### config.mk
export PLATFORM = sky130hd
export DESIGN_NAME = tlb_16
export DESIGN_NICKNAME = d
export VERILOG_FILES = /design/src/tlb_pkg.sv /design/src/tlb_tag_cam.sv /design/src/tlb_page_ram.sv /design/src/tlb_match_stage.sv /design/src/tlb_result_stage.sv /design/src/tlb_16.sv
export SDC_FILE = /design/constraint.sdc
export NUM_CORES = 2
export LEC_CHECK = 0
export BUFFER_PORTS_ARGS = -buffer_cell sky130_fd_sc_hd__clkbuf_2
export CAP_MARGIN = 20
export CORE_ASPECT_RATIO = 0.8
export CORE_UTILIZATION = 30
export DETAILED_ROUTE_END_ITERATION = 8
export PLACE_DENSITY_LB_ADDON = 0.1
export SLEW_MARGIN = 0
export SYNTH_ARGS = -nofsm -noshare
export SYNTH_HDL_FRONTEND = slang
export SYNTH_SLANG_ARGS = --single-unit
export TNS_END_PERCENT = 1
### constraint.sdc
create_clock -name clock -period 57.3 [get_ports clock]
set_input_delay 11.46 -clock clock [delete_from_list [all_inputs] [get_ports clock]]
set_output_delay 11.46 -clock clock [all_outputs]
set_load 0.03 [all_outputs]
### src/tlb_pkg.sv
`default_nettype none

package tlb_pkg;

    // Table geometry
    localparam int tlb_entries = 16;
    localparam int index_w     = 4;

    typedef logic [index_w-1:0] index_t;

    // Address fields, 4 KB pages and 32-bit physical space
    typedef logic [19:0] vpn_t;        // VA[31:12]
    typedef logic [18:0] vpn2_t;       // VA[31:13], one tag covers an even/odd pair
    typedef logic [7:0]  asid_t;
    typedef logic [19:0] pfn_t;        // PA[31:12]
    typedef logic [2:0]  cache_attr_t;

    // Cache attribute forced in kseg1
    localparam cache_attr_t uncached_attr = 3'd2;

    // Maintenance commands
    typedef enum logic [1:0] {
        cmd_none  = 2'd0,
        cmd_read  = 2'd1,              // tlbr
        cmd_write = 2'd2               // tlbwi
    } tlb_cmd_e;

    // Tag half of an entry, as in EntryHi
    typedef struct packed {
        vpn2_t vpn2;
        asid_t asid;
        logic  g;
    } entry_hi_t;

    // One page descriptor, as in EntryLo
    typedef struct packed {
        pfn_t        pfn;
        cache_attr_t c;
        logic        d;
        logic        v;
    } entry_lo_t;

    // RAM word, even page in the upper half
    typedef struct packed {
        entry_lo_t lo0;
        entry_lo_t lo1;
    } page_pair_t;

    typedef struct packed {
        vpn_t  vpn;
        asid_t asid;
    } lookup_req_t;

    // Segment decode carried with a lookup through the pipeline
    typedef struct packed {
        logic unmapped;                // kseg0 or kseg1
        logic uncached;                // kseg1
        logic use_kseg0;               // kseg0 attribute from config input
        pfn_t unmapped_pfn;            // Direct-mapped frame
    } seg_info_t;

    // First-stage register of each lookup port
    typedef struct packed {
        logic      hit;
        logic      odd_page;
        index_t    index;
        seg_info_t seg;
    } match_t;

    typedef struct packed {
        logic        hit;
        pfn_t        pfn;
        cache_attr_t cache;
        logic        dirty;
        logic        valid;
    } translation_t;

endpackage

`default_nettype wire

### src/tlb_tag_cam.sv
`timescale 1ns/100ps
`default_nettype none

module tlb_tag_cam (
    input  logic                clock,
    input  logic                rst,
    input  logic                write,
    input  tlb_pkg::index_t     index,
    input  tlb_pkg::entry_hi_t  entry_hi_in,
    output tlb_pkg::entry_hi_t  entry_hi_rd,
    input  tlb_pkg::lookup_req_t i_req,
    input  tlb_pkg::lookup_req_t d_req,
    output logic                i_hit,
    output logic                d_hit,
    output tlb_pkg::index_t     i_index,
    output tlb_pkg::index_t     d_index
);

    import tlb_pkg::*;

    entry_hi_t tags [tlb_entries];

    // Search all tags for one request, upper entries override lower ones
    function automatic logic [index_w:0] find_match(input lookup_req_t req);
        logic   hit;
        index_t idx;
        hit = 1'b0;
        idx = '0;
        for (int i = 0; i < tlb_entries; i++) begin
            if ((tags[i].vpn2 == req.vpn[19:1]) &&
                ((tags[i].asid == req.asid) || tags[i].g)) begin
                hit = 1'b1;
                idx = index_t'(i);
            end
        end
        return {hit, idx};
    endfunction

    always_ff @(posedge clock or posedge rst) begin
        if (rst) begin
            for (int i = 0; i < tlb_entries; i++) begin
                tags[i] <= '0;
            end
        end else if (write) begin
            tags[index] <= entry_hi_in;             // tlbwi
        end
    end

    assign entry_hi_rd = tags[index];                // tlbr source

    always_comb begin
        {i_hit, i_index} = find_match(i_req);
        {d_hit, d_index} = find_match(d_req);
    end

    // A write to an unknown slot would corrupt the whole table
    a_write_index_known: assert property (
        @(posedge clock) disable iff (rst)
        write |-> !$isunknown(index)
    ) else $error("tlb_tag_cam write with unknown index");

endmodule

`default_nettype wire

### src/tlb_page_ram.sv
`timescale 1ns/100ps
`default_nettype none

module tlb_page_ram (
    input  logic                 clock,
    input  logic                 rst,
    input  tlb_pkg::index_t      addr_a,
    input  logic                 we_a,
    input  tlb_pkg::page_pair_t  din_a,
    output tlb_pkg::page_pair_t  dout_a,
    input  tlb_pkg::index_t      addr_b,
    output tlb_pkg::page_pair_t  dout_b
);

    import tlb_pkg::*;

    page_pair_t mem [tlb_entries];

    // Port A, shared by tlbwi/tlbr and data lookups
    always_ff @(posedge clock or posedge rst) begin
        if (rst) begin
            for (int i = 0; i < tlb_entries; i++) begin
                mem[i] <= '0;
            end
            dout_a <= '0;
        end else begin
            if (we_a) begin
                mem[addr_a] <= din_a;
            end
            dout_a <= mem[addr_a];                   // Old data on a write cycle
        end
    end

    // Port B, instruction lookups only
    always_ff @(posedge clock or posedge rst) begin
        if (rst) begin
            dout_b <= '0;
        end else begin
            dout_b <= mem[addr_b];
        end
    end

endmodule

`default_nettype wire

### src/tlb_match_stage.sv
`timescale 1ns/100ps
`default_nettype none

module tlb_match_stage (
    input  logic                  clock,
    input  logic                  rst,
    input  tlb_pkg::lookup_req_t  req,
    input  logic                  cam_hit,
    input  tlb_pkg::index_t       cam_index,
    output tlb_pkg::match_t       match
);

    import tlb_pkg::*;

    seg_info_t seg;
    match_t    match_next;

    // Segment decode on VA[31:29]
    always_comb begin
        seg.unmapped     = (req.vpn[19:18] == 2'b10);     // kseg0/kseg1
        seg.uncached     = (req.vpn[19:17] == 3'b101);    // kseg1
        seg.use_kseg0    = (req.vpn[19:17] == 3'b100);    // kseg0
        seg.unmapped_pfn = {3'b000, req.vpn[16:0]};       // Strip segment bits
    end

    always_comb begin
        match_next.hit      = cam_hit;
        match_next.odd_page = req.vpn[0];                 // VA[12] picks lo1
        match_next.index    = cam_index;
        match_next.seg      = seg;
    end

    always_ff @(posedge clock or posedge rst) begin
        if (rst) begin
            match <= '0;
        end else begin
            match <= match_next;
        end
    end

endmodule

`default_nettype wire

### src/tlb_result_stage.sv
`timescale 1ns/100ps
`default_nettype none

module tlb_result_stage (
    input  tlb_pkg::match_t       match,
    input  tlb_pkg::page_pair_t   page_pair,
    input  tlb_pkg::cache_attr_t  kseg0_cache,
    output tlb_pkg::translation_t trans
);

    import tlb_pkg::*;

    entry_lo_t lo;

    // Even/odd descriptor of the pair
    assign lo = match.odd_page ? page_pair.lo1 : page_pair.lo0;

    always_comb begin
        if (match.seg.unmapped) begin
            // Direct-mapped segments always translate
            trans.hit   = 1'b1;
            trans.pfn   = match.seg.unmapped_pfn;
            trans.dirty = 1'b1;
            trans.valid = 1'b1;
        end else begin
            trans.hit   = match.hit;
            trans.pfn   = lo.pfn;
            trans.dirty = lo.d;
            trans.valid = lo.v;
        end

        if (match.seg.uncached) begin
            trans.cache = uncached_attr;             // kseg1
        end else if (match.seg.use_kseg0) begin
            trans.cache = kseg0_cache;               // Config0.K0 level
        end else begin
            trans.cache = lo.c;
        end
    end

endmodule

`default_nettype wire

### src/tlb_16.sv
`timescale 1ns/100ps
`default_nettype none

module tlb_16 (
    input  logic                   clock,
    input  logic                   rst,
    // Lookup ports
    input  tlb_pkg::lookup_req_t   i_req,
    input  tlb_pkg::lookup_req_t   d_req,
    output tlb_pkg::translation_t  i_trans,
    output tlb_pkg::translation_t  d_trans,
    // Maintenance
    input  tlb_pkg::tlb_cmd_e      cmd,
    input  tlb_pkg::index_t        index,
    input  tlb_pkg::entry_hi_t     entry_hi_in,
    input  tlb_pkg::page_pair_t    lo_pair_in,
    output tlb_pkg::index_t        probe_index,
    output tlb_pkg::entry_hi_t     entry_hi_out,
    output tlb_pkg::page_pair_t    lo_pair_out,
    // Static configuration
    input  tlb_pkg::cache_attr_t   kseg0_cache
);

    import tlb_pkg::*;

    logic       cam_write;
    entry_hi_t  entry_hi_rd;
    logic       i_cam_hit;
    logic       d_cam_hit;
    index_t     i_cam_index;
    index_t     d_cam_index;

    match_t     i_match;
    match_t     d_match;

    index_t     ram_addr_a;
    logic       ram_we_a;
    page_pair_t ram_dout_a;
    page_pair_t ram_dout_b;

    // Command decode
    assign cam_write  = (cmd == cmd_write);
    assign ram_we_a   = (cmd == cmd_write);
    assign ram_addr_a = ((cmd == cmd_read) || (cmd == cmd_write)) ? index : d_cam_index;

    tlb_tag_cam u_cam (
        .clock       (clock),
        .rst         (rst),
        .write       (cam_write),
        .index       (index),
        .entry_hi_in (entry_hi_in),
        .entry_hi_rd (entry_hi_rd),
        .i_req       (i_req),
        .d_req       (d_req),
        .i_hit       (i_cam_hit),
        .d_hit       (d_cam_hit),
        .i_index     (i_cam_index),
        .d_index     (d_cam_index)
    );

    tlb_page_ram u_ram (
        .clock  (clock),
        .rst    (rst),
        .addr_a (ram_addr_a),
        .we_a   (ram_we_a),
        .din_a  (lo_pair_in),
        .dout_a (ram_dout_a),
        .addr_b (i_cam_index),
        .dout_b (ram_dout_b)
    );

    // Instruction port pipeline
    tlb_match_stage u_i_match (
        .clock     (clock),
        .rst       (rst),
        .req       (i_req),
        .cam_hit   (i_cam_hit),
        .cam_index (i_cam_index),
        .match     (i_match)
    );

    tlb_result_stage u_i_result (
        .match       (i_match),
        .page_pair   (ram_dout_b),
        .kseg0_cache (kseg0_cache),
        .trans       (i_trans)
    );

    // Data port pipeline, also serves tlbp
    tlb_match_stage u_d_match (
        .clock     (clock),
        .rst       (rst),
        .req       (d_req),
        .cam_hit   (d_cam_hit),
        .cam_index (d_cam_index),
        .match     (d_match)
    );

    tlb_result_stage u_d_result (
        .match       (d_match),
        .page_pair   (ram_dout_a),
        .kseg0_cache (kseg0_cache),
        .trans       (d_trans)
    );

    // Tag read lines up with the RAM word on port A
    always_ff @(posedge clock or posedge rst) begin
        if (rst) begin
            entry_hi_out <= '0;
        end else begin
            entry_hi_out <= entry_hi_rd;
        end
    end

    assign lo_pair_out = ram_dout_a;
    assign probe_index = d_match.index;              // Same cycle as d_trans

    a_cmd_legal: assert property (
        @(posedge clock) disable iff (rst)
        cmd inside {cmd_none, cmd_read, cmd_write}
    ) else $error("tlb_16 illegal command encoding");

endmodule

`default_nettype wire

# Yosys cells after proc, flatten, opt, wreduce, memory -nomap -nowiden
# Cells that the tools add are included.
dict set report totals {
  register_bits 1424
  elab_cells 443
  out_inout_bits 134
}
dict set report classes {
  order_cmp 5
  bitwise_logic 3
  reduce_logical 67
  n_eq_ne 72
  muxes 88
}
# operator n
set ops {}
lappend ops {{$bwmux 800} 1}
lappend ops {{$eq 19x19->1} 32}
lappend ops {{$bwmux 448} 1}
lappend ops {{$bmux 50 s4} 2}
lappend ops {{$eq 8x8->1} 32}
lappend ops {{$mux 50} 5}
lappend ops {{$demux 50 s4} 1}
lappend ops {{$bmux 28 s4} 1}
lappend ops {{$demux 28 s4} 1}
lappend ops {{$mux 28} 3}
lappend ops {{$mux 4} 17}
lappend ops {{$mux 25} 2}
lappend ops {{$mux 21} 2}
lappend ops {{$mux 3} 12}
lappend ops {{$logic_and 1x1->1} 34}
lappend ops {{$mux 1} 34}
lappend ops {{$logic_or 1x1->1} 33}
lappend ops {{$ge 5x5->1 const B} 3}
lappend ops {{$not 4->5} 3}
lappend ops {{$eq 3x3->1 const B} 4}
lappend ops {{$mux 2} 6}
lappend ops {{$lt 5x1->1 const B} 2}
lappend ops {{$eq 2x2->1 const B} 3}
lappend ops {{$eq 2x1->1 const B} 1}

# Longest topological paths before layout
dict set report depth {
  depth_word 25
  depth_mapped 16
  mapped_depth_nobuf 11
}

# Cells and area by module
# From an unflattened synthesis, not the netlist that was laid out.
dict set report hier_totals {
  cells_unflattened 5494
  area_unflattened_um2 78680.5
}
# mod cells_each seq_area_each_um2 n_inst area_per_inst_um2
set modules_own_cells {}
lappend modules_own_cells {tlb_page_ram 2705 22521.6 1 44527.7}
lappend modules_own_cells {tlb_tag_cam 2518 11210.8 1 30877.1}
lappend modules_own_cells {tlb_match_stage 34 625.6 2 690.7}
lappend modules_own_cells {tlb_result_stage 84 0.0 2 564.3}
lappend modules_own_cells {tlb_16 35 700.7 1 765.7}

# Worst setup path after synthesis
# No wires, ideal clock.
dict set report synth_path {
  path_type {input-to-output}
  from {in kseg0_cache[2]}
  to {out d_trans[4] (netlist name)}
  slack_ns 33.923
  required_ns 45.840
  cell_stages 2
  arrival_time_ns 11.917
  path_buffers 0
  cell_sequence {a21oi_1 > nor2_1}
}
# item line_no
set synth_rtl {}
lappend synth_rtl {{from (decl)} tlb_16.sv:21} ;# input tlb_pkg::cache_attr_t kseg0_cache
lappend synth_rtl {{to (decl)} tlb_16.sv:11} ;# output tlb_pkg::translation_t d_trans,

==> run metrics <==
CP max-delay cell=clkbuf_2; CP Cell Sequence=clkbuf_2 > mux2i_1 > nand2b_1 > clkbuf_2; first-pass GRT wire length=518600 um; cell area power density=38.26 mW/mm^2; total power=3.486 mW; Max Clk Rate=42.65 MHz; P&R area growth vs syn=12.80%; Placed Cells incl. Taps=10720; synthesized area=0.08077 mm^2; crit path kind=input port to output pin; RSZ-0062 raised after global routing=no; Core Footprint=0.2664 mm^2; CTS clk-pin slew, worst paths=0.06 ns; hold bufs inserted after CTS=0; vias in the first global route=62030; First-pass DRT Iterations=8; syn_nets=7622; sequential area share after synthesis=44.05%; worst min-delay path startpoint=u_ram.mem[653]; WHS Endpoint=u_ram.mem[653]; mean area per synthesized cell=10.80 um^2; post-DP HPWL=224700 um; root buf cell=clkbuf_16; final wirelength=371100 um; reg-to-reg slack, setup=49.94 ns; Hold Crit Class=flop to flop; Die ar.=0.2713 mm^2; layout cells sized above 1=30.56%; share of flip-flops with an asynchronous set or reset=100.0%; Post-CTS Setup Inserts=0; Max VDD drop=0.02395 mV; drc violations=0; WP data required=45.84 ns; Post-Layout Cell Count=11050; Rows=169; synthesis-stage register bit count=1422; wire per inst=33.59 um; clock share of power=32.9%; Seq pwr share=42.7%; final critical-path share of the clock period=40.92%; Synth area leader=dfrtp_1; I/O Pins=279; nets@finish=7546; aggregate negative setup slack=0 ns; top cells by area, synth=dfrtp_1 (44%), mux2_2 (18%), xor2_1 (8.2%), nand2_1 (4.0%), mux4_2 (3.9%); Pint=2.280 mW; Clock Skew=0.06779 ns; reg2reg start=u_cam.tags[344]; initial drt markers=7030; sw frac=34.58%; Worst slew margin=19.79%; count leader, synth=dfrtp_1; Clock Latency Late Sink=0.90 ns; critical path capture point type=output pin; Worst path max stage delay=0.18 ns; EDFF count, synth=0; largest net degree at the start of global routing=181; initial antenna violation count=57; post-route ant nets=0; RR Endpoint=u_ram.mem[631]; Psw=1.205 mW; Setup violations, final=0; post-synth top area share=44.05%; Cells after Synth=7476; Chip Width=582.1 um; CTS tree=built; reg2reg path depth=14; all-layer global routing usage=26.78%; Final Hold Viols=0; Yosys cell types=51; grt ovf=0; Synth top cells by count=dfrtp_1 (1422), mux2_2 (1291), nand2_1 (863); post-route cell area=0.09111 mm^2; die height=466.1 um; crit path launch type=input port; CTS Buffer Depth=4; # clock sinks=1422; CTS resizes=0; worst slew pin tran=1.193 ns; Worst Path Max Fanout=2; Final Slew Violations=0; H-tree levels=4; CP most frequent cell=clkbuf_2; WP data arrival=11.99 ns; Via density=5.738; Initial Utilization=30.32%; CTS buffer count=178; Primary FF master, synth=dfrtp_1; YS warnings=0; status=complete, no violations; min cycle time layout=23.45 ns; Leak=39.86 nW; routed vias=63400; Finished Core Util=34.20%; max cap viols=0; RD Place Congestion=0.9225; Comb pwr share=24.4%; IO buf count=278; DP Area=0.08526 mm^2; Hold Path Depth=1
-- layout make-up --
| type | count | area, um^2 |
|---|---|---|
| clock buffers | 260 | 5306 |
| diodes | 17 | 42.54 |
| inverters | 4 | 22.52 |
| clock inverters | 47 | 481.7 |
| repair buffers | 431 | 2743 |
| well taps | 3505 | 4385 |
| fillers | 26760 | 175300 |
| multi-input cells | 5363 | 42540 |
| flip-flops and latches | 1422 | 35590 |
-- cell usage in the layout (no fill, tap or decap), drive strengths merged, types with 140 or more instances in the layout --
master and instances:
buf 154, o211ai 203, mux4 140, a21oi 439, o21ai 439, clkbuf 537, dfrtp 1422, nand3 434
nand2 863, xor2 753, nor4 192, mux2 1450
-- through the flow --
| step | worst slack, ns | hold slack [ns] |
|---|---|---|
| 2_1_floorplan | 5.739 | 0.4740 |
| 3_3_place_gp | 33.84 | 0.4852 |
| 3_5_place_dp | 33.85 | 0.4920 |
| 4_1_cts | 33.85 | 0.5057 |
| 5_1_grt | 33.80 | 0.5281 |
| 6_report | 33.85 | 0.5035 |
-- power groups by stage --
stage,clock [mW],sequential (mW),combinational [mW]
finish,1.15,1.49,0.849
global route,1.21,1.51,0.911
CTS,1.17,1.48,0.846
detailed placement,0,1.49,0.842
global placement,0,1.49,0.834
floorplan,0,1.42,0.566
-- worst max path at each step --
stage	from	slack, ns	depth (start not counted)	end
after floorplan	rst	5.74	1	entry_hi_out[0]
after global placement	kseg0_cache[0]	33.84	4	i_trans[2]
after detailed placement	kseg0_cache[1]	33.85	4	i_trans[3]
after CTS	kseg0_cache[1]	33.85	4	i_trans[3]
after global routing	kseg0_cache[1]	33.80	4	d_trans[3]
final	kseg0_cache[1]	33.85	4	i_trans[3]
-- per-layer routing --
metal / wire [um] / share of wire (%) / vias up / global-route usage [%]
met3: 29920 / 8.1 / 594 / 5.567
met5: 148 / 0.040 / - / 0
li1: - / - / 26410 / -
met2: 154800 / 42 / 2908 / 38.41
met4: 11800 / 3.2 / 26 / 7.888
met1: 174500 / 47 / 33460 / 40.01
-- flip-flops by register name, indices dropped and copies added, names as in the netlist --
register / count
u_ram.mem: 800
u_ram.dout_a: 50
u_ram.dout_b: 50
entry_hi_out: 28
u_d_match.match: 25
u_cam.tags: 448
u_i_match.match: 21
-- cells by family after synthesis --
logic type,count (synthesis),synth area share (%)
adders and majority gates,1,0.01549
muxes,1634,25.13
xor gates and xnor gates,864,9.369
AOI/OAI and AO/OA,1106,7.597
DFF,1422,44.05
and+or+nand+nor,1758,10.06
buffers and inverters,691,3.772
-- worst max-delay path, delay by kind of cell --
kind / cells / cell delay, ns
buffers and inverters: 2 / 0.29
muxes: 1 / 0.17
and+or+nand+nor: 1 / 0.07
No activity file was read; power rests on OpenSTA's default activity.
